===== config.mk =====
export PLATFORM = sky130hd
export DESIGN_NAME = alu
export DESIGN_NICKNAME = d
export VERILOG_FILES = /design/src/rtl/cpu_defines.svh /design/src/rtl/isaPkg.sv /design/src/rtl/alu.sv
export SDC_FILE = /design/constraint.sdc
export NUM_CORES = 1
export LEC_CHECK = 0
export BUFFER_PORTS_ARGS = -buffer_cell sky130_fd_sc_hd__buf_2
export CAP_MARGIN = 20
export CORE_ASPECT_RATIO = 2
export CORE_MARGIN = 4
export CORE_UTILIZATION = 53
export DETAILED_ROUTE_END_ITERATION = 7
export PLACE_DENSITY = 0.77
export RECOVER_POWER = 100
export SLEW_MARGIN = 25
export SYNTH_ARGS = -nofsm -noshare
export SYNTH_HDL_FRONTEND = slang
export SYNTH_SLANG_ARGS = --single-unit

===== constraint.sdc =====
create_clock -name vclk -period 3.3
set_clock_uncertainty 0.1 [all_clocks]
set_input_delay 0.165 -clock vclk [all_inputs]
set_output_delay 0.165 -clock vclk [all_outputs]
set_load 0.01 [all_outputs]

===== src/rtl/cpu_defines.svh =====
`ifndef CPU_DEFINES_SVH
`define CPU_DEFINES_SVH

////////////////////
// Opcodes
`define OP_RTYPE 6'b000000
`define OP_ORI   6'b001101
`define OP_ADDI  6'b001000
`define OP_ANDI  6'b001100
`define OP_LUI   6'b001111
`define OP_BEQ   6'b000100
`define OP_BNE   6'b000101
`define OP_J     6'b000010
`define OP_JAL   6'b000011

////////////////////
// R-type funct codes
`define FN_ADD   6'b100000
`define FN_SUB   6'b100010
`define FN_AND   6'b100100
`define FN_OR    6'b100101
`define FN_SLT   6'b101010
`define FN_SLTU  6'b101011
`define FN_JR    6'b001000
`define FN_MULT  6'b011000
`define FN_MULTU 6'b011001
`define FN_DIV   6'b011010
`define FN_DIVU  6'b011011
`define FN_MFHI  6'b010000
`define FN_MFLO  6'b010010
`define FN_MTHI  6'b010001
`define FN_MTLO  6'b010011

`define IN_CREDITS  4   // Issue queue depth
`define OUT_CREDITS 4   // Retire credits held after reset
`define MULT_CYCLES 5
`define DIV_CYCLES  10

`endif

===== src/rtl/isaPkg.sv =====
package isaPkg;

	typedef logic [31:0] wordT;
	typedef logic [31:0] addrT;
	typedef logic [4:0]  regIdxT;   // GPR index
	typedef logic [5:0]  opcodeT;
	typedef logic [5:0]  functT;

	typedef enum logic [2:0] {
		aluAdd,
		aluSub,
		aluAnd,
		aluOr,
		aluSlt,
		aluSltu,
		aluLui
	} aluOpE;

	// Ops that start or write the multiply/divide unit
	typedef enum logic [2:0] {
		mduNone,
		mduMult,
		mduMultu,
		mduDiv,
		mduDivu,
		mduMthi,
		mduMtlo
	} mduOpE;

	typedef enum logic [2:0] {
		npcSeq,
		npcBeq,
		npcBne,
		npcJump,
		npcJr
	} npcOpE;

	typedef enum logic [1:0] {
		resAlu,
		resHi,
		resLo,
		resLink   // jal return address
	} resSelE;

endpackage


===== src/rtl/alu.sv =====
module alu (
	input  isaPkg::aluOpE op,
	input  isaPkg::wordT  a,
	input  isaPkg::wordT  b,
	output isaPkg::wordT  y
);
	import isaPkg::*;

	logic ltSigned, ltUnsigned;

	assign ltSigned   = ($signed(a) < $signed(b));
	assign ltUnsigned = (a < b);

	// No overflow trap on add/sub
	always_comb begin
		case (op)
			aluAdd:
				y = a + b;
			aluSub:
				y = a - b;
			aluAnd:
				y = a & b;
			aluOr:
				y = a | b;
			aluSlt:
				y = {31'b0, ltSigned};
			aluSltu:
				y = {31'b0, ltUnsigned};
			aluLui:
				y = {b[15:0], 16'b0};   // Immediate to the upper half
			default:
				y = '0;
		endcase
	end

endmodule


==> flow_summary.toml, run 1 <==
[placement]
gp_congestion = 1.014
placement.io_buffers = 99
place_hpwl_microns = 16110
dp_cells = 999

[synth]
syn_inst = 760
yosysMostFrequentCell = "ha_1"
synth_top_area_frac = 0.2598
ys_top_cells_by_area = "ha_1 (26%), a21oi_1 (8.5%), inv_1 (7.4%)"
synth_nets = 932
avgSynthCellArea_sq_um = 6.528
yosysUniqueCellTypes = 70
synth_common_cells = "ha_1 (103), inv_1 (98), a21oi_1 (84)"
syn_area_sq_um = 4961
yosysWarnings = 0
synth.yosys.seq_area_share = 0
yosysTopAreaCell = "ha_1"

[setup_path]
cp-start-kind = "input pin"
path_max_fanout = 4
end_kind = "output port"
critical_path_class = "in2out"
cp.arrival_ns = 3.01
worstPathRequired_ns = 3.03

[floorplanning]
die_area_sq_um = 11070
initial_core_util = 0.5467
coreArea_sq_um = 9074
die_w_microns = 76.41
io_pins = 99
num_rows = 49
fp.dieH_microns = 144.8

[route]
vias = 6429
drt_iter0_markers = 399
drcViolationCount = 1
wire_per_inst_microns = 20.04
totalWireLength_microns = 20040
vias_per_cell = 6.429
antenna_left = 0
drtPass1Iterations = 8

[grt]
grt_pass1_wl_microns = 30390
antenna_found_initial = 0
grt_pass1_vias = 6311
grt_usage = 0.3381
grt_remaining_overflow = 0
grt_max_degree = 51

[timing]
post-route-period-util = 0.9909
slew_viol_final = 0
hold_viol_final = 0
fin_crit_ns = 3.270
tightest_slew_ns = 0.8897
slew-limit-headroom = 0.4062
clock.fmax_ghz = 0.3058
rsz0062_at_grt = "true"
setup_viol = 0

[finish]
insertedDiodeCount = 0
nClkBuffers = 0
drive_gt1_frac = 0.2472
design.seq.count = 0
final_util = 0.6882
nets = 1072
multi_input_area_sq_um = 4599
final_cell_count_no_fill = 1000
nFillCells = 809
regArea_sq_um = 0
area_delta_synth_final_pct = 25.88

[hold_path]
hp-class = "in2out"

[clock_network]
cts_hold_buffers = 0

[pwr]
peakVddDrop_mv = 0.1114
power_density_nw_per_um2 = 189.7
p_leak_nw = 3.113

[job]
drv_cap = 0

[outcome]
violations = "DRC"
status = "finished with violations"
[layout by cell type, fill, tap and decap left out, drive strengths merged, types with 4 or more instances in the layout]
master,count
buf,176
ha,103
inv,99
a21oi,84
nor2,80
o21ai,48
nand2,38
a211oi,35
xnor2,21
o21bai,14
nand3,14
o22ai,14
a21o,11
nor3,11
clkbuf,11
nand4,9
o21a,9
o31ai,9
a31oi,9
nand2b,8
o211ai,8
nor4,8
xor2,6
nor2b,6
o221ai,4
mux2i,4
o311ai,4
[critical path, cell delays in order]
cell	delay [ns]
buf_2	0.09
buf_4	0.11
ha_4	0.14
inv_1	0.05
fa_1	0.45
nor2b_4	0.16
o31a_1	0.17
o21a_2	0.20
a311oi_2	0.13
o41a_1	0.43
o31ai_1	0.27
nand2_1	0.08
a31o_1	0.21
a32oi_1	0.16
buf_2	0.16
[layer usage]
layer  GRT usage  up-vias  share of wire
met1      0.2972     2975           0.32
met4      0.2732        0          0.097
met2      0.6729      346           0.52
met3     0.04709      135          0.055
met5           0        -              0
li1            -     2973              -
[logic make-up after synthesis]
family | Yosys count | share of synthesized area
compound gates | 285 | 0.3738
xor+xnor | 27 | 0.04767
fa+ha+maj | 105 | 0.2678
buf+inv | 148 | 0.1145
mux | 5 | 0.01261
simple gates | 190 | 0.1836
[through the flow]
step                worst slack [ns]  instance area, sq um  total power, mW  TNS [ns]  hold slack (ns)
CTS                         0.007171                  6062            1.120         0           0.7228
detailed placement          -0.06099                  6041            1.109   -0.2165           0.7230
finish                       0.02994                  6245            1.185         0           0.7285
global route                -0.09642                  6245            1.280   -0.3263           0.7463
global placement            -0.08074                  6041            1.087   -0.1231           0.7134
floorplan                     0.2858                  4961           0.6813         0           0.4312
[final timing paths]
path	startpoint	end	slack [ns]	depth (start not counted)
worst max-delay path	b[0]	y[22]	0.03	15
worst min-delay path	b[15]	y[31]	0.73	4
[what timing repair did]
action | 4_1_cts | 5_1_grt
endpoints found under the setup margin | 7 | 14
pin swaps | 2 | 12
setup buffers | 0 | 1
resized for setup | 5 | 36
[report_power, final]
| group | internal (mW) | total, mW | switching, mW |
|---|---|---|---|
| sequential | 0 | 0 | 0 |
| combinational | 0.498 | 1.18 | 0.687 |
| clock | 0 | 0 | 0 |
[cell type report]
cell class,instances,share of cell area
inverter,99,0.05951
multi-input combinational,612,0.7365
tap,102,0.02044
timing repair buffer,187,0.1835
Note: power is estimated with default switching activity, not from simulation.
==> run 2, diff against run 1 <==
ABC_AREA = 1   (was default)
CORE_UTILIZATION = 50   (was 53)
PLACE_DENSITY = 0.72   (was 0.77)
==> run 2 against run 1 <==
Compared with the run above: the flow now finishes without violations; largest cell class unchanged; synthesized cell count rose by 71%; synthesized area increased by 30%; routed wire length increased by 38%; highest routed layer unchanged; critical path depth is the same; die area rose by 34%.
==> flow_summary.toml, run 2 <==
[grt]
grt_pass1_wl_microns = 42220
grt_max_degree = 33
grt_usage = 0.3759
grt_pass1_vias = 8243
antenna_found_initial = 2
grt_remaining_overflow = 0

[timing]
fin_crit_ns = 2.878
post-route-period-util = 0.8720
slew_viol_final = 0
clock.fmax_ghz = 0.3475
tns_ns = 0
tightest_slew_ns = 0.9220
slew-limit-headroom = 0.3847
setup_viol = 0
hold_viol_final = 0
rsz0062_at_grt = "false"

[route]
top_layer_used = "met4"
totalWireLength_microns = 27750
wl_met1_microns = 8903
drtPass1Iterations = 5
wl_met2_microns = 14010
vias = 8297
antenna_left = 0
vias_per_cell = 5.451
wire_per_inst_microns = 18.23
wl_met3_microns = 1403
drt_iter0_markers = 573
drcViolationCount = 0

[placement]
place_hpwl_microns = 23770
placement.io_buffers = 99
gp_congestion = 1.065

[synth]
synth_nets = 1469
yosysTopAreaCell = "nand2_1"
yosysWarnings = 0
synth_common_cells = "nand2_1 (444), inv_1 (305), nand3_1 (133)"
synth_top_area_frac = 0.2591
syn_area_sq_um = 6431
avgSynthCellArea_sq_um = 4.958
ys_top_cells_by_area = "nand2_1 (26%), ha_1 (20%), inv_1 (18%)"
synth.yosys.seq_area_share = 0
yosysMostFrequentCell = "nand2_1"
yosysUniqueCellTypes = 34
syn_inst = 1297

[setup_path]
worstPathRequired_ns = 3.03
crit_path_frequent_cell = "nand2_1"
endpoint = "y[23]"
worstSetupStartpoint = "b[3]"
path_max_fanout = 8
end_kind = "output port"
cp_slowest_cell = "nor2_1"
max_stage_delay_ns = 0.45
cp.arrival_ns = 2.61
critical_path_class = "in2out"
cp-start-kind = "input pin"
path_cells = "clkbuf_1, inv_1, ha_1, nor2_1, nand2_1, inv_1, nand2_1, nand2_1, nand2_1, nand2_1, nand2_1, nand3_1, nand3_1, nand3_1, clkbuf_1"

[clock_network]
cts_resized = 0
cts_setup_buffers = 0
cts_hold_buffers = 0

[finish]
nClkBuffers = 0
layout_common_cells = "nand2_1 (445), inv_1 (307), nand3_1 (134)"
nets = 1544
drive_gt1_frac = 0.06861
regArea_sq_um = 0
area_delta_synth_final_pct = 7.724
nFillCells = 1554
multi_input_area_sq_um = 5065
final_common_cell = "nand2_1"
design.seq.count = 0

[floorplanning]
num_rows = 58
coreArea_sq_um = 12630
io_pins = 99
die_area_sq_um = 14850
fp.dieH_microns = 168.4
die_w_microns = 88.20
initial_core_util = 0.5093

[pwr]
p_leak_nw = 4.549
power_density_nw_per_um2 = 168.0
peakVddDrop_mv = 0.08795
power.total_mw = 1.164

[hold_path]
hp-class = "in2out"

[job]
drv_cap = 0

[outcome]
status = "complete, no violations"
-- run 2: per-stage QoR --
stage	instances	hold WS (ns)	setup WS, ns	util	cell area, sq um
global placement	1520	0.6116	0.7818	0.5519	6969
CTS	1520	0.6286	0.7966	0.5519	6969
finish	1522	0.6290	0.4225	0.5487	6928
global route	1522	0.6549	0.2801	0.5487	6928
detailed placement	1520	0.6281	0.8075	0.5519	6969
floorplan	1297	0.3851	1.433	-	6431
-- run 2: worst max-delay path, delay by kind of cell --
family	cells	cell delay, ns
buffers and inverters	4	0.52
AND/OR/NAND/NOR	10	1.51
adder cells (fa/ha/maj)	1	0.40
-- run 2: final cells by class --
cell class,instances,area share
inverters,308,0.1669
diodes,2,0.0007224
repair buffers,106,0.07423
multi-input cells,956,0.7311
well taps,150,0.02709
-- run 2: cells by family (layout without fill, tap and decap cells) --
kind of cell               Yosys count  count (layout)  synth area share
and+or+nand+nor                    719             719            0.4630
adders and majority gates          105             105            0.2066
other                                0               2                 0
xor gates and xnor gates             2               2          0.002724
buffers and inverters              341             414            0.2115
AOI/OAI and AO/OA                  130             130            0.1161
-- run 2: worst min path at each step --
stage	from	end	slack, ns	cells after the start
after global routing	b[13]	y[29]	0.65	4
after global placement	b[13]	y[29]	0.61	4
after detailed placement	b[13]	y[29]	0.63	4
after floorplan	b[1]	y[17]	0.39	2
final	b[13]	y[29]	0.63	4
after CTS	b[13]	y[29]	0.63	4
-- run 2: power by group --
| group | internal (mW) | switching [mW] | total (mW) |
|---|---|---|---|
| clock | 0.0000000813 | 0 | 0.0000000813 |
| combinational | 0.348 | 0.816 | 1.16 |
| sequential | 0 | 0 | 0 |
-- run 2: metal layers --
| layer | vias up | GRT usage |
|---|---|---|
| li1 | 4115 | - |
| met1 | 3667 | 0.3452 |
| met2 | 367 | 0.6612 |
| met3 | 148 | 0.05044 |
| met4 | 0 | 0.3737 |
| met5 | - | 0 |
