## src/rtl/cpu_defines.svh

```systemverilog
`ifndef CPU_DEFINES_SVH
`define CPU_DEFINES_SVH

////////////////////
// Opcodes
`define OP_RTYPE 6'b000000
`define OP_ORI   6'b001101
`define OP_ADDI  6'b001000
`define OP_ANDI  6'b001100
`define OP_LUI   6'b001111
`define OP_BEQ   6'b000100
`define OP_BNE   6'b000101
`define OP_J     6'b000010
`define OP_JAL   6'b000011

////////////////////
// R-type funct codes
`define FN_ADD   6'b100000
`define FN_SUB   6'b100010
`define FN_AND   6'b100100
`define FN_OR    6'b100101
`define FN_SLT   6'b101010
`define FN_SLTU  6'b101011
`define FN_JR    6'b001000
`define FN_MULT  6'b011000
`define FN_MULTU 6'b011001
`define FN_DIV   6'b011010
`define FN_DIVU  6'b011011
`define FN_MFHI  6'b010000
`define FN_MFLO  6'b010010
`define FN_MTHI  6'b010001
`define FN_MTLO  6'b010011

`define IN_CREDITS  4   // Issue queue depth
`define OUT_CREDITS 4   // Retire credits held after reset
`define MULT_CYCLES 5
`define DIV_CYCLES  10

`endif
```

## src/rtl/isaPkg.sv

```systemverilog
package isaPkg;

	typedef logic [31:0] wordT;
	typedef logic [31:0] addrT;
	typedef logic [4:0]  regIdxT;   // GPR index
	typedef logic [5:0]  opcodeT;
	typedef logic [5:0]  functT;

	typedef enum logic [2:0] {
		aluAdd,
		aluSub,
		aluAnd,
		aluOr,
		aluSlt,
		aluSltu,
		aluLui
	} aluOpE;

	// Ops that start or write the multiply/divide unit
	typedef enum logic [2:0] {
		mduNone,
		mduMult,
		mduMultu,
		mduDiv,
		mduDivu,
		mduMthi,
		mduMtlo
	} mduOpE;

	typedef enum logic [2:0] {
		npcSeq,
		npcBeq,
		npcBne,
		npcJump,
		npcJr
	} npcOpE;

	typedef enum logic [1:0] {
		resAlu,
		resHi,
		resLo,
		resLink   // jal return address
	} resSelE;

endpackage

```

## src/rtl/pipePkg.sv

```systemverilog
package pipePkg;
	import isaPkg::*;

	// Packet from the operand-read stage, 128 bits
	typedef struct packed {
		wordT instr;
		addrT pc;
		wordT rsVal;
		wordT rtVal;
	} issueT;

	typedef struct packed {
		aluOpE  aluOp;
		logic   aluSrcImm;   // B operand from the immediate
		logic   extSigned;
		mduOpE  mduOp;
		npcOpE  npcOp;
		resSelE resSel;
		logic   regWrite;
		regIdxT regDst;      // Destination index, already resolved
		logic   illegal;
	} ctrlT;

	// One per instruction, in program order
	typedef struct packed {
		addrT   pc;
		addrT   nextPc;
		logic   regWrite;
		regIdxT wAddr;
		wordT   wData;
		logic   illegal;
	} retireT;

endpackage

```

## src/rtl/ctrl.sv

```systemverilog
`include "cpu_defines.svh"

module ctrl (
	input  logic            clk,
	input  logic            rstN,
	input  pipePkg::issueT  head,
	input  logic            notEmpty,
	output logic            pop,
	input  logic            mduBusy,
	output isaPkg::aluOpE   aluOp,
	output isaPkg::wordT    aluA,
	output isaPkg::wordT    aluB,
	input  isaPkg::wordT    aluY,
	output isaPkg::mduOpE   mduOp,
	output isaPkg::wordT    mduA,
	output isaPkg::wordT    mduB,
	input  isaPkg::wordT    hi,
	input  isaPkg::wordT    lo,
	output isaPkg::npcOpE   npcOp,
	input  isaPkg::addrT    nextPc,
	input  isaPkg::addrT    link,
	input  logic            outCreditRet,
	output logic            outValid,
	output pipePkg::retireT outRec
);
	import isaPkg::*;
	import pipePkg::*;

	typedef logic [$clog2(`OUT_CREDITS+1)-1:0] creditT;

	typedef enum logic {
		stRun,
		stMduWait   // Head is an MDU op, unit still busy
	} stateE;

	stateE  state;
	ctrlT   dec;
	wordT   imm, result;
	logic   headMdu, creditOk, exValid;
	retireT exRec;
	creditT outCredits;

	////////////////////
	// Decode
	function automatic ctrlT decode(wordT instr);
		opcodeT op;
		functT  fn;
		ctrlT   c;
		op = instr[31:26];
		fn = instr[5:0];
		c = '{aluOp: aluAdd, aluSrcImm: 1'b0, extSigned: 1'b0, mduOp: mduNone,
			npcOp: npcSeq, resSel: resAlu, regWrite: 1'b0, regDst: instr[15:11],
			illegal: 1'b0};
		case (op)
			`OP_RTYPE: begin
				case (fn)
					`FN_ADD:   c.aluOp = aluAdd;
					`FN_SUB:   c.aluOp = aluSub;
					`FN_AND:   c.aluOp = aluAnd;
					`FN_OR:    c.aluOp = aluOr;
					`FN_SLT:   c.aluOp = aluSlt;
					`FN_SLTU:  c.aluOp = aluSltu;
					`FN_MFHI:  c.resSel = resHi;
					`FN_MFLO:  c.resSel = resLo;
					`FN_JR:    c.npcOp = npcJr;
					`FN_MULT:  c.mduOp = mduMult;
					`FN_MULTU: c.mduOp = mduMultu;
					`FN_DIV:   c.mduOp = mduDiv;
					`FN_DIVU:  c.mduOp = mduDivu;
					`FN_MTHI:  c.mduOp = mduMthi;
					`FN_MTLO:  c.mduOp = mduMtlo;
					default:   c.illegal = 1'b1;
				endcase
				c.regWrite = !(c.npcOp == npcJr || c.mduOp != mduNone || c.illegal);
			end
			`OP_ORI:  c.aluOp = aluOr;
			`OP_ANDI: c.aluOp = aluAnd;
			`OP_LUI:  c.aluOp = aluLui;
			`OP_ADDI: begin
				c.aluOp     = aluAdd;
				c.extSigned = 1'b1;
			end
			`OP_BEQ:  c.npcOp = npcBeq;
			`OP_BNE:  c.npcOp = npcBne;
			`OP_J:    c.npcOp = npcJump;
			`OP_JAL: begin
				c.npcOp    = npcJump;
				c.resSel   = resLink;
				c.regWrite = 1'b1;
				c.regDst   = 5'd31;
			end
			default:  c.illegal = 1'b1;   // Loads, stores, unknown
		endcase
		if (op inside {`OP_ORI, `OP_ANDI, `OP_ADDI, `OP_LUI}) begin
			c.aluSrcImm = 1'b1;
			c.regWrite  = 1'b1;
			c.regDst    = instr[20:16];   // rt
		end
		return c;
	endfunction

	assign dec  = decode(head.instr);
	assign imm  = dec.extSigned ? {{16{head.instr[15]}}, head.instr[15:0]}
	                            : {16'b0, head.instr[15:0]};
	assign aluOp = dec.aluOp;
	assign aluA  = head.rsVal;
	assign aluB  = dec.aluSrcImm ? imm : head.rtVal;
	assign mduOp = pop ? dec.mduOp : mduNone;   // Start only on the pop edge
	assign mduA  = head.rsVal;
	assign mduB  = head.rtVal;
	assign npcOp = dec.npcOp;

	always_comb begin
		case (dec.resSel)
			resHi:   result = hi;
			resLo:   result = lo;
			resLink: result = link;
			default: result = aluY;
		endcase
	end

	////////////////////
	// Issue and credits
	assign headMdu  = (dec.mduOp != mduNone) || (dec.resSel inside {resHi, resLo});
	assign creditOk = (outCredits > creditT'(exValid));   // Record in flight holds one

	always_comb begin
		case (state)
			stMduWait: pop = creditOk && !mduBusy;
			default:   pop = notEmpty && creditOk && !(headMdu && mduBusy);
		endcase
	end

	always_ff @(posedge clk or negedge rstN) begin
		if (!rstN) begin
			state      <= stRun;
			exValid    <= 1'b0;
			outValid   <= 1'b0;
			outCredits <= creditT'(`OUT_CREDITS);
		end else begin
			if (state == stRun && notEmpty && headMdu && mduBusy)
				state <= stMduWait;
			else if (state == stMduWait && pop)
				state <= stRun;
			exValid    <= pop;
			outValid   <= exValid;
			outCredits <= outCredits - creditT'(exValid) + creditT'(outCreditRet);
		end
	end

	always_ff @(posedge clk) begin
		if (pop) begin
			exRec <= '{pc: head.pc, nextPc: nextPc, regWrite: dec.regWrite,
				wAddr: dec.regWrite ? dec.regDst : '0,
				wData: dec.regWrite ? result : '0, illegal: dec.illegal};
		end
		if (exValid)
			outRec <= exRec;
	end

endmodule

```

## config.mk

```make
export PLATFORM = sky130hd
export DESIGN_NAME = ctrl
export DESIGN_NICKNAME = d
export VERILOG_FILES = /design/src/rtl/isaPkg.sv /design/src/rtl/pipePkg.sv /design/src/rtl/ctrl.sv
export VERILOG_INCLUDE_DIRS = /design/src /design/src/rtl
export SDC_FILE = /design/constraint.sdc
export NUM_CORES = 1
export LEC_CHECK = 0
export BUFFER_PORTS_ARGS = -buffer_cell sky130_fd_sc_hd__buf_2
export CAP_MARGIN = 20
export CORE_AREA = 2 2 207 209
export DETAILED_ROUTE_END_ITERATION = 6
export DIE_AREA = 0 0 209 211
export GPL_ROUTABILITY_DRIVEN = 0
export SYNTH_ARGS = -nofsm -noshare
export SYNTH_HDL_FRONTEND = slang
export SYNTH_SLANG_ARGS = --single-unit
```

## constraint.sdc

```tcl
create_clock -name clk -period 18.47 [get_ports clk]
set_clock_uncertainty 0.1 [all_clocks]
set_input_delay 3.694 -clock clk [delete_from_list [all_inputs] [get_ports clk]]
set_output_delay 3.694 -clock clk [all_outputs]
set_load 0.02 [all_outputs]
```

==> metrics.md <==
| Metric | Value |
|---|---|
| Status | complete, but fails checks |
| Failing checks | design-rule violations |
| Synth Instances | 635 |
| Total track usage | 0.140 |
| Hold buffers post-CTS | 0 |
| Crit-path cells | buf_2 > nor3_1 > and2_1 > nand3_1 > o41ai_2 > ha_1 > o31ai_1 > o21a_1 > nor3_2 > buf_4 > buf_2 |
| Slew Viols, Final | 0 |
| Fraction of the cycle the final worst path needs | 0.569 |
| Starting Density | 0.215 |
| Max-cap violations | 0 |
| # Post-CTS Setup Buffers | 0 |
| H-tree lvl count | 1 |
| Resized Gates After CTS | 0 |
| Worst path slowest cell | buf_4 |
| Rows | 75 |
| Core area | 41800 um^2 |
| Placed cell count | 1484 |
| CTS tree | yes |
| Vias in the first global route | 6345 |
| Biggest cell delay along the critical path | 0.55 ns |
| Number of synthesis warnings | 0 |
| Clock Latency Late Sink | 0.51 ns |
| Post-synthesis average cell area | 14.1 um^2 |
| Vias | 6513 |
| Critical-path maximum fanout | 43 |
| Worst-path clk slew | 0.06 ns |
| CTS max path bufs | 3 |
| Int Pwr | 0.00105 W |
| Total power | 0.00151 W |
| Hold slack | 0.316 ns |
| Endpoints failing setup | 0 |
| CP Launch Type | input pin |
| Ys flop type | edfxtp_1 |
| TritonRoute pass-1 iters | 7 |
| Horiz. Die Dim | 209 um |
| I/O pin count | 535 |
| Die Ht | 211 um |
| Area delta synth->final | 31.1% |
| Combinational share of power | 0.206 |
| Share of flip-flops with an asynchronous set or reset | 0.0283 |
| Worst reg2reg startpoint | exValid$_DFF_PN0_ |
| Grt total ovfl | 0 |
| Post-layout min period | 10.51 ns |
| Max-slew headroom | 0.382 |
| Num CTS Buffers | 24 |
| WL per Instance | 21.3 um |
| Final ANT Viol Nets | 0 |
| Unique masters post-synth | 43 |
| Measured slew at the worst slew-check pin | 0.921 ns |
| Post-synth EDFFs | 206 |
| Clk pwr share | 0.298 |
| P_leak | 4.86 nW |
| Hold path startpoint | exRec[42]$_DFFE_PP_ |
| Syn_nets | 936 |
| R2R Setup Slk | 14.84 ns |
| DRC Markers | 39 |
| Final wirelength | 32.6 mm |
| Root Driver | clkbuf_16 |
| PortBufs | 433 |
| First-pass GRT wire length | 44.6 mm |
| Vias/cell | 4.25 |
| Switch Pwr | 0.000458 W |
| Final Hold Fails | 0 |
| CP startpoint | head[123] |
| Peak supply drop | 0.0576 mV |
| Setup WS post-layout | 7.96 ns |
| Min-delay worst type | register to register |
| Power per cell area | 129 nW/um^2 |
| Seq/Total Area, Yosys | 0.707 |
| CP required | 14.68 ns |
| Die area | 44100 um^2 |
| Largest net degree at the start of global routing | 65 |
| Fmax | 95.1 MHz |
| Cell Area, Synth | 8960 um^2 |
| Final nets | 1272 |
| Setup TNS | 0 ns |
| Crit path top cell by count | buf_2 |
| Initial antenna violation count | 13 |
| Switching part of the total power | 0.303 |
| RSZ-0062 raised after global routing | false |
| Hpwl dp | 26.3 mm |
| Placement Setup Slack | 7.92 ns |
| Flops & latches, synth | 212 |
| 1st-iter DRT viols | 665 |
| Non-Filler Instances | 1532 |
| Crit end category | primary output |
| Crit Path Category | input pin to primary output |
| Sink Count | 212 |
| Portion of total power attributed to sequential cells | 0.497 |
| Arrival @ worst endpoint | 6.72 ns |
| Ratio of cells with drive above 1 in the final layout | 0.509 |
## power by group through the flow
stage,sequential (W),combinational (W),clock (W)
2_1_floorplan,0.000871,0.0000959,0
3_3_place_gp,0.000759,0.000312,0
3_5_place_dp,0.000765,0.000317,0
4_1_cts,0.000756,0.000317,0.000470
5_1_grt,0.000766,0.000333,0.000488
6_report,0.000751,0.000311,0.000450
## worst paths after layout
check	to	cells after the start
worst max register to register	exRec[87]$_DFFE_PP_	5
worst min-delay path	outRec[42]$_DFFE_PP_	0
worst max-delay path	pop	11
min in group asynchronous	outCredits[1]$_DFF_PN0_	1
worst min register to register	outRec[42]$_DFFE_PP_	0
max in group asynchronous	outCredits[2]$_DFF_PN1_	1
## synth_stat cells (all sizes together) (6+ instances only)
cell type	instances	area share
nor3	7	0.0045
a222oi	32	0.036
o21ai	7	0.0039
a21oi	39	0.022
nor2	84	0.035
o22ai	6	0.0042
buf	115	0.094
inv	12	0.0050
mux2	15	0.019
nand2	47	0.020
clkbuf	16	0.0067
edfxtp	206	0.69
ha	7	0.0098
## per-stage QoR
stage	instance area, um^2	utilization
floorplan	8960	-
global placement	11000	0.263
detailed placement	11000	0.263
CTS	11700	0.281
global route	11700	0.281
finish	11700	0.281
## layout make-up
class | count | area [um^2]
timing repair buffer | 441 | 2230
clock inverter | 15 | 110
sequential | 212 | 6340
inverter | 12 | 45.0
tap | 539 | 674
fill | 4269 | 30000
clock buffer | 29 | 641
antenna | 4 | 10.0
multi-input combinational | 280 | 1700
## flip-flops by register name (all words and copies together) (netlist names)
signal,cells
outValid,1
outRec,103
exValid,1
state,1
exRec,103
outCredits,3
## logic make-up after synthesis
family	after synthesis	share of synthesized area
muxes	15	0.0189
DFF	212	0.707
and+or+nand+nor	157	0.0728
AOI/OAI and AO/OA	99	0.0821
xor gates and xnor gates	1	0.000978
adders and majority gates	8	0.0120
buffers and inverters	143	0.106
## critical path, delay by kind of cell
family	cells	cell delay, ns
AND/OR/NAND/NOR	4	1.06
adder cells (fa/ha/maj)	1	0.24
buffers and inverters	3	0.98
AO/OA/AOI/OAI	3	0.68
## per-layer routing
layer	global-route usage	vias to the layer above	share of wire
met4	0.0522	12	0.034
met1	0.152	3037	0.36
met5	0	-	0.0023
met3	0.0592	56	0.12
li1	-	2943	-
met2	0.245	465	0.48
## cells in the final DEF, fill, tap and decap left out, types with 3 or more instances in the layout
master,count
o21ai_0,7
buf_2,433
buf_4,8
inv_1,12
mux2_2,15
o22ai_1,6
nor2b_1,4
nor2_1,84
nor3_1,5
ha_1,6
nand3_1,4
clkbuf_16,25
clkinv_2,5
diode_2,4
a21oi_1,39
edfxtp_1,206
nand2_1,47
a222oi_1,32
clkinv_1,4
dfrtp_1,4
clkinvlp_4,3
o21a_1,3
clkbuf_1,4
No activity file was read; power rests on OpenSTA's default activity.
