[src/rtl/cpu_defines.svh]
`ifndef CPU_DEFINES_SVH
`define CPU_DEFINES_SVH

////////////////////
// Opcodes
`define OP_RTYPE 6'b000000
`define OP_ORI   6'b001101
`define OP_ADDI  6'b001000
`define OP_ANDI  6'b001100
`define OP_LUI   6'b001111
`define OP_BEQ   6'b000100
`define OP_BNE   6'b000101
`define OP_J     6'b000010
`define OP_JAL   6'b000011

////////////////////
// R-type funct codes
`define FN_ADD   6'b100000
`define FN_SUB   6'b100010
`define FN_AND   6'b100100
`define FN_OR    6'b100101
`define FN_SLT   6'b101010
`define FN_SLTU  6'b101011
`define FN_JR    6'b001000
`define FN_MULT  6'b011000
`define FN_MULTU 6'b011001
`define FN_DIV   6'b011010
`define FN_DIVU  6'b011011
`define FN_MFHI  6'b010000
`define FN_MFLO  6'b010010
`define FN_MTHI  6'b010001
`define FN_MTLO  6'b010011

`define IN_CREDITS  4   // Issue queue depth
`define OUT_CREDITS 4   // Retire credits held after reset
`define MULT_CYCLES 5
`define DIV_CYCLES  10

`endif
[src/rtl/isaPkg.sv]
package isaPkg;

	typedef logic [31:0] wordT;
	typedef logic [31:0] addrT;
	typedef logic [4:0]  regIdxT;   // GPR index
	typedef logic [5:0]  opcodeT;
	typedef logic [5:0]  functT;

	typedef enum logic [2:0] {
		aluAdd,
		aluSub,
		aluAnd,
		aluOr,
		aluSlt,
		aluSltu,
		aluLui
	} aluOpE;

	// Ops that start or write the multiply/divide unit
	typedef enum logic [2:0] {
		mduNone,
		mduMult,
		mduMultu,
		mduDiv,
		mduDivu,
		mduMthi,
		mduMtlo
	} mduOpE;

	typedef enum logic [2:0] {
		npcSeq,
		npcBeq,
		npcBne,
		npcJump,
		npcJr
	} npcOpE;

	typedef enum logic [1:0] {
		resAlu,
		resHi,
		resLo,
		resLink   // jal return address
	} resSelE;

endpackage

[src/rtl/pipePkg.sv]
package pipePkg;
	import isaPkg::*;

	// Packet from the operand-read stage, 128 bits
	typedef struct packed {
		wordT instr;
		addrT pc;
		wordT rsVal;
		wordT rtVal;
	} issueT;

	typedef struct packed {
		aluOpE  aluOp;
		logic   aluSrcImm;   // B operand from the immediate
		logic   extSigned;
		mduOpE  mduOp;
		npcOpE  npcOp;
		resSelE resSel;
		logic   regWrite;
		regIdxT regDst;      // Destination index, already resolved
		logic   illegal;
	} ctrlT;

	// One per instruction, in program order
	typedef struct packed {
		addrT   pc;
		addrT   nextPc;
		logic   regWrite;
		regIdxT wAddr;
		wordT   wData;
		logic   illegal;
	} retireT;

endpackage

[src/rtl/issueQueue.sv]
`include "cpu_defines.svh"

module issueQueue (
	input  logic           clk,
	input  logic           rstN,
	input  logic           push,
	input  pipePkg::issueT pushPkt,
	input  logic           pop,
	output pipePkg::issueT head,
	output logic           notEmpty,
	output logic           credit
);
	import pipePkg::*;

	typedef logic [$clog2(`IN_CREDITS)-1:0]   ptrT;
	typedef logic [$clog2(`IN_CREDITS+1)-1:0] cntT;

	issueT mem [`IN_CREDITS];
	ptrT   wrPtr, rdPtr;
	cntT   count;

	function automatic ptrT nextPtr(ptrT p);
		return (p == ptrT'(`IN_CREDITS - 1)) ? '0 : p + 1'b1;   // Wrap at depth
	endfunction

	always_ff @(posedge clk) begin
		if (push)
			mem[wrPtr] <= pushPkt;
	end

	always_ff @(posedge clk or negedge rstN) begin
		if (!rstN) begin
			wrPtr  <= '0;
			rdPtr  <= '0;
			count  <= '0;
			credit <= 1'b0;
		end else begin
			if (push)
				wrPtr <= nextPtr(wrPtr);
			if (pop)
				rdPtr <= nextPtr(rdPtr);
			count  <= count + cntT'(push) - cntT'(pop);
			credit <= pop;   // One credit back per pop
		end
	end

	assign head     = mem[rdPtr];
	assign notEmpty = (count != '0);

endmodule

[config.mk]
export PLATFORM = sky130hd
export DESIGN_NAME = issueQueue
export DESIGN_NICKNAME = d
export VERILOG_FILES = /design/src/rtl/isaPkg.sv /design/src/rtl/pipePkg.sv /design/src/rtl/issueQueue.sv
export VERILOG_INCLUDE_DIRS = /design/src /design/src/rtl
export SDC_FILE = /design/constraint.sdc
export NUM_CORES = 1
export LEC_CHECK = 0
export ABC_AREA = 1
export BUFFER_PORTS_ARGS = -buffer_cell sky130_fd_sc_hd__buf_2
export CAP_MARGIN = 10
export CORE_ASPECT_RATIO = 1.2
export CORE_MARGIN = 2
export CORE_UTILIZATION = 43
export CTS_CLUSTER_SIZE = 14
export DETAILED_ROUTE_END_ITERATION = 7
export GPL_ROUTABILITY_DRIVEN = 0
export HOLD_SLACK_MARGIN = 0.02
export SLEW_MARGIN = 20
export SYNTH_ARGS = -nofsm -noshare
export SYNTH_HDL_FRONTEND = slang
export SYNTH_SLANG_ARGS = --single-unit
[constraint.sdc]
create_clock -name clk -period 3.83 [get_ports clk]
set_input_delay 0.766 -clock clk [delete_from_list [all_inputs] [get_ports clk]]
set_output_delay 0.766 -clock clk [all_outputs]
set_load 0.005 [all_outputs]
==> summary by stage, run 1 <==
Min path
The cell depth of the worst hold path is 1. The beginning of the worst hold path is pop. The classification of the worst-slack hold path is in2reg. The capture endpoint of the worst hold path is credit$_DFF_PN0_.

Pwr
Registers are responsible for 42.2% of the overall power. The internal power of the cells totals 11.91 mW. The combinational group share of total power is 30.8%.

After layout, the design draws a total of 17.85 mW. Net switching is 33.31% of the power. The standby leakage power is 11.88 nW. The largest voltage drop on the vdd net is 516.6 uV. Summed over all nets, the switching power comes to 5.947 mW. The clock network accounts for 27.0% of the total power.

The ratio of total power to cell area is 698.2 nW/um^2.

Die
The total area inside the core boundary comes to 50450 um^2. The area of the die is 53030 um^2. The horizontal die dimension is 210.5 um.

Row generation in the floorplan step produced 90 rows. The height of the die is 251.9 um. In this run the count of I/O pins placed on the die edge is 262. The effective utilization at floorplan is 43.64%.

Timing
The clock period minus worst slack is 3.492 ns. Headroom to the max-slew limit came out at 46.39%. The max-slew violation count is 0. The final setup violation count is 0. The total negative setup slack is 0 ns. The final cycle utilization of the critical path is 91.17%.

The final hold violation count was 0. Static timing analysis puts the maximum clock frequency at 286.4 MHz. For the pin with the worst max-slew slack, the measured transition is 0.8042 ns. Setup repair after global routing left no endpoint under its margin.

The final setup skew is 0.01662 ns.

Routing
The number of routed nets with antenna violations is 0. The average vias per placed instance is 4.643. The met2 wire length is 23500 um.

Summed over all nets, wire length on met3 after detailed routing comes to 2637 um. The uppermost signal routing layer after detailed routing is met5. The post-detailed-routing wire length is 47700 um. For this run, the detailed router's first-pass iteration total came to 5.

The initial DRC count is 680. The length of routed wiring on met1 is 19790 um. After detailed routing, the average wire length per cell comes to 15.88 um. The detailed router placed 13.94k vias in this run.

After detailed routing, the number of remaining DRC violations is 0.

Final layout
For this run, the post-layout net count is 2454. The top cell types in the final layout, fill and taps aside, are sky130_fd_sc_hd__nand2_1 (653), sky130_fd_sc_hd__inv_1 (521), sky130_fd_sc_hd__edfxtp_1 (512). The sequential cells in the finished layout cover a total of 15580 um^2.

The commonest non-fill, non-tap cell in the layout is sky130_fd_sc_hd__nand2_1. The fraction of layout cells with a size suffix above 1 is 15.53%. The synthesis-to-layout area growth is 16.15%.

Counting the fill cells in the layout gives 4448. The multi-input combinational cells in the finished layout cover a total of 3877 um^2.

CTS
In this run the clock root is driven by a sky130_fd_sc_hd__clkbuf_16. The clock-pin slew on the worst setup and hold paths is 0.06 ns. The clock reaches the later pin of the worst-skew pair after 0.59 ns. The number of gates resized after CTS was 0. Buffers inserted to repair hold after CTS numbered 1.

The clock passes through at most 3 buffers. The post-CTS setup-driven buffer insertion count is 0. The clock buffer count from CTS is 52. The clock tree from TritonCTS is done. The deepest level of the CTS H-tree is 2. Clock tree synthesis found a total of 520 sinks.

Critical path
In this run the critical register-to-register path is launched from wrPtr[1]$_DFFE_PN0P_. The arrival time reported for the critical path endpoint is 2.73 ns. The element type at the critical path end is a primary output. By startpoint and endpoint, the worst setup path is classified as reg2out. The worst-case register-to-register setup slack is 1.88 ns. The maximum fanout along the worst path is 112. The category of the worst setup path launch point is a flip-flop. The critical path data required time is 3.06 ns. The worst reg2reg path depth is 5.

In this run the critical register-to-register path is captured at mem[1][92]$_DFFE_PP_.

Place
Detailed placement finished with a half-perimeter wire length of 27090 um. Port buffering added 261 buffers.

Run
The reported max-cap violation count is 0.

Synthesis
The number of different library cells in the post-synthesis netlist is 15. Summing every instance area after synthesis gives 22010 um^2. Each instance of the synthesized netlist takes up on average 10.70 um^2.

The net count after synthesis is 2197. After synthesis, flip-flops and latches occupy 70.75% of the total area. The Yosys step of the flow raised 0 warnings. The number of synthesized register bits is 520. Counting every instance in the synthesized netlist gives 2057.

Outcome
The flow ran to the end, and the final reports show no timing, DRC or antenna violations.

Global route
Summed over all layers, the global routing overflow is 0. Entering global routing, the biggest net connects 130 pins. The first global-routing pass estimated 74070 um of wire. The initial antenna violation count was 17. The via count of the first global-routing pass is 13.75k. Global routing used 18.05% of the available tracks across all layers.
-- worst max path at each step --
stage                              start             endpoint  cells after the start
floorplan                           push  mem[2][0]$_DFFE_PP_                      2
global placement    rdPtr[0]$_DFFE_PN0P_             head[30]                      6
detailed placement  rdPtr[0]$_DFFE_PN0P_             head[36]                      6
CTS                 rdPtr[0]$_DFFE_PN0P_             head[36]                      6
global route        rdPtr[0]$_DFFE_PN0P_             head[67]                      6
finish              rdPtr[0]$_DFFE_PN0P_             head[36]                      6
-- registers in the layout, indices dropped and copies added (netlist names) --
register	count
wrPtr	2
mem	512
rdPtr	2
credit	1
count	3
-- per-layer routing --
layer / vias to the layer above / track usage [%]
met5: - / 0
met4: 18 / 7.545
met3: 108 / 4.506
met2: 275 / 30.66
met1: 6615 / 21.95
li1: 6928 / -
-- synthesized netlist by cell type (all sizes together) --
| library cell | number | area, um^2 |
|---|---|---|
| o21ai | 4 | 20.01 |
| nor2 | 2 | 7.510 |
| edfxtp | 512 | 15370 |
| nand3 | 258 | 1291 |
| dfrtp | 8 | 200.2 |
| inv | 527 | 1981 |
| nand2 | 653 | 2451 |
| buf | 84 | 576.8 |
| fa | 1 | 20.02 |
| clkbuf | 1 | 3.750 |
| ha | 7 | 87.58 |
-- cell families (layout without fill, tap and decap cells) --
family | count (synthesis) | count (layout) | synth area share [%]
AO/OA/AOI/OAI | 4 | 4 | 0.09090
adder cells (fa/ha/maj) | 8 | 8 | 0.4888
buffers and inverters | 612 | 905 | 11.63
flip-flops | 520 | 520 | 70.75
other | 0 | 9 | 0
AND/OR/NAND/NOR | 913 | 913 | 17.03
-- cell type report --
type                    count  share of cell area (%)
diodes                      9                 0.08808
clock buffers              58                   5.260
clock inverters            32                  0.9444
inverters                 527                   7.854
multi-input cells         925                   15.16
flip-flops and latches    520                   60.94
well taps                 644                   3.151
repair buffers            288                   6.596
-- stage by stage --
stage                     area [um^2]  hold WS (ns)  cells  utilization, %  setup slack [ns]
final                           25570        0.3820   3003           50.68            0.3383
after CTS                       25550        0.3372   2994           50.64            0.3235
after detailed placement        23950        0.5577   2903           47.48            0.9689
after global routing            25560        0.3618   3001           50.67            0.2022
after floorplan                 22010        0.4704   2057               -           0.07774
after global placement          23950        0.5378   2903           47.48             1.014
-- power groups by stage --
stage	sequential (mW)	combinational (mW)	clock, mW
2_1_floorplan	7.66	3.46	0
3_3_place_gp	7.63	5.56	0
3_5_place_dp	7.66	5.64	0
4_1_cts	7.54	5.66	4.95
5_1_grt	7.61	6.25	5.16
6_report	7.53	5.50	4.82
-- worst max-delay path, stage by stage, from the launching register on --
cell and delay, ns:
sky130_fd_sc_hd__dfrtp_4 0.70, sky130_fd_sc_hd__inv_8 0.51, sky130_fd_sc_hd__buf_12 0.33, sky130_fd_sc_hd__nand2_1 0.08, sky130_fd_sc_hd__nand3_1 0.07, sky130_fd_sc_hd__nand2_1 0.07
sky130_fd_sc_hd__buf_2 0.15
Power figures use the tool's default switching activity.
==> run 2: changes to the inputs <==
CORE_MARGIN = default   (was 2)
RECOVER_POWER = 100   (was default)
==> summary by stage, run 2 (synthesized netlist as in run 1, its figures left out) <==
Outcome
The run finished, with violations left. The final reports fail on capacitance limit, slew limit.

CTS
The longest clock path from root to sink contains 3 buffers. The post-CTS setup-driven buffer insertion count is 0. Buffers inserted during clock tree synthesis total 51.

The deepest level of the CTS H-tree is 2. The clock tree from TritonCTS is done. Clock-pin slew was measured on the worst setup and hold paths at 0.06 ns. The tree is rooted in a sky130_fd_sc_hd__clkbuf_16. Clock latency on the worst-skew pair, taken at its later pin, is 0.58 ns. Counting every sink on the clock net gives 520.

Global route
The total overflow left after global routing is 0. The first global-routing pass estimated 73170 um of wire. The initial antenna violation count is 6.

The pin count of the biggest net entering global routing is 137. In the global route stage, overall resource usage came out at 18.19%. The via count of the first global-routing pass is 13.34k.

Place
At the placement stage, the worst setup path has a slack of 1.304 ns. Once detailed placement completed, the half-perimeter wirelength came to 27370 um. The count of input and output buffers is 261.

Timing
Setup violations remaining at the end of the flow were counted as 0. Hold timing on the final database bottoms out at a slack of 0.4143 ns. For the pin with the worst max-slew slack, the measured transition is 2.164 ns. After routing, the total negative slack on setup checks comes to 0 ns. The final hold violation count is 0.

Setup repair after global routing left no endpoint under its margin. Based on the critical path, the design can be clocked at up to 291.9 MHz. The smallest setup slack after layout is 0.4043 ns.

The routed design could run at a clock period as short as 3.426 ns. The max-slew violation count is 78. The final critical path takes up 89.44% of the cycle. The headroom to the max-slew limit is -44.42%. The final setup skew is 0.01287 ns.

Final layout
The final net count is 2450. The largest register by flop count is mem. The fraction of layout cells with a size suffix above 1 is 6.522%. The synthesis-to-layout area growth is 14.40%. Fill cells in the final layout number 4556. Cells fill 49.92% of the core in the end. The register with the most flip-flops in the layout has 512 of them. The commonest non-fill, non-tap cell in the layout is sky130_fd_sc_hd__nand2_1. The largest registers in the layout are mem (512), count (3).

In the layout the commonest cells are sky130_fd_sc_hd__nand2_1 (653), sky130_fd_sc_hd__inv_1 (523), sky130_fd_sc_hd__edfxtp_1 (512).

Routing
The number of vias in the routed layout is 13.89k. For this run, design rule violations remaining after detail routing come to 0. For this block, the routed nets add up to 47580 um of wire. For this block, the initial DRC count from the detailed router was 709. In the final routed layout, each cell accounts on average for 15.90 um.

The number of routed nets with antenna violations is 0. The number of iterations in the first detailed-routing pass is 5. In the routed layout, each cell is associated on average with a via count of 4.640.

Min path
The worst hold path terminates at credit$_DFF_PN0_. The cell depth of the worst hold path is 1. The worst hold path begins at pop. In this run the worst hold path is classified as in2reg.

Run
Max-cap violations in this run came to 2.

Die
The height of the die is 249.9 um. The effective utilization at floorplan is 43.64%. The I/O pin total is 262. The number of rows in the core area is 90. In this run the horizontal extent of the chip is 208.5 um.

The area of the die is 52110 um^2. The core region area is 50450 um^2.

Critical path
The worst setup path is captured at a primary output. The stage delay of the slowest cell on the critical path is 0.77 ns. The worst setup path is of the reg2out kind.

The arrival time reported for the critical path endpoint is 2.66 ns. At the worst endpoint, the required time is 3.06 ns. The worst register-to-register path has a depth of 5. The maximum fanout along the worst path is 62. The endpoint identified for the worst register-to-register timing path is mem[1][87]$_DFFE_PP_.

The largest individual stage delay along the critical path comes from the cell sky130_fd_sc_hd__clkbuf_4. The source of the worst register-to-register timing path is wrPtr[1]$_DFFE_PN0P_. The setup check on the worst reg-to-reg path leaves a slack of 0.71 ns. The worst setup path is launched from a flip-flop. The critical path goes through inv_4, clkbuf_4, nand3_1, nand2_1, clkbuf_1.

Pwr
The standby leakage power is 11.28 nW. Dividing total power by cell area gives a power density of 701.7 nW/um^2. VDD sags by at most 518.4 uV.
==> run 2: what timing repair did <==
item | CTS | global route
hold buffers | 1 | 0
hold endpoints to repair | 8 | 0
gates resized for setup | 0 | 0
setup endpoints to repair | 0 | 0
==> run 2: worst max-delay path, delay by kind of cell, from the launching register on <==
kind                   cells  cell delay (ns)
buffers and inverters      3             1.09
flip-flops                 1             0.66
AND/OR/NAND/NOR            2             0.27
==> run 2: cell type report <==
type | count | area, um^2 | share of cell area (%)
Inverter | 527 | 1998 | 7.935
Multi-Input combinational cell | 925 | 3877 | 15.40
Clock buffer | 64 | 1325 | 5.262
Antenna cell | 3 | 7.507 | 0.02981
Timing Repair Buffer | 285 | 1339 | 5.316
Sequential cell | 520 | 15580 | 61.86
Clock inverter | 25 | 251.5 | 0.9987
Tap cell | 644 | 805.8 | 3.200
==> run 2: power breakdown <==
group	internal [mW]	leakage (nW)	total, mW	switching, mW
Sequential	7.30	4.80	7.56	0.260
Combinational	1.66	5.71	5.31	3.65
Clock	2.77	0.776	4.80	2.03
==> run 2: worst max-delay path by stage <==
stage                               startpoint                   to  slack (ns)  depth (start not counted)
after global placement    rdPtr[0]$_DFFE_PN0P_              head[4]        1.32                          6
after global routing      rdPtr[1]$_DFFE_PN0P_             head[54]        0.28                          5
after CTS                 rdPtr[0]$_DFFE_PN0P_              head[4]        0.66                          6
after detailed placement  rdPtr[0]$_DFFE_PN0P_              head[4]        1.30                          6
after floorplan                           push  mem[2][0]$_DFFE_PP_        0.08                          2
final                     rdPtr[1]$_DFFE_PN0P_             head[68]        0.40                          5
==> run 2: metal layers <==
metal	wire length [um]	global-route usage (%)	vias up
met3	2597	3.800	80
met1	20130	23.21	6599
met2	23730	31.07	286
li1	-	-	6917
met4	1081	5.567	6
met5	36	0	-
==> run 2: metrics by stage <==
| step | cell area [um^2] | std cells | total power [mW] |
|---|---|---|---|
| 2_1_floorplan | 22010 | 2057 | 11.12 |
| 3_3_place_gp | 23930 | 2900 | 13.20 |
| 5_1_grt | 25180 | 2993 | 18.75 |
| 4_1_cts | 25510 | 2990 | 18.13 |
| 3_5_place_dp | 23930 | 2900 | 13.30 |
| 6_report | 25180 | 2993 | 17.67 |
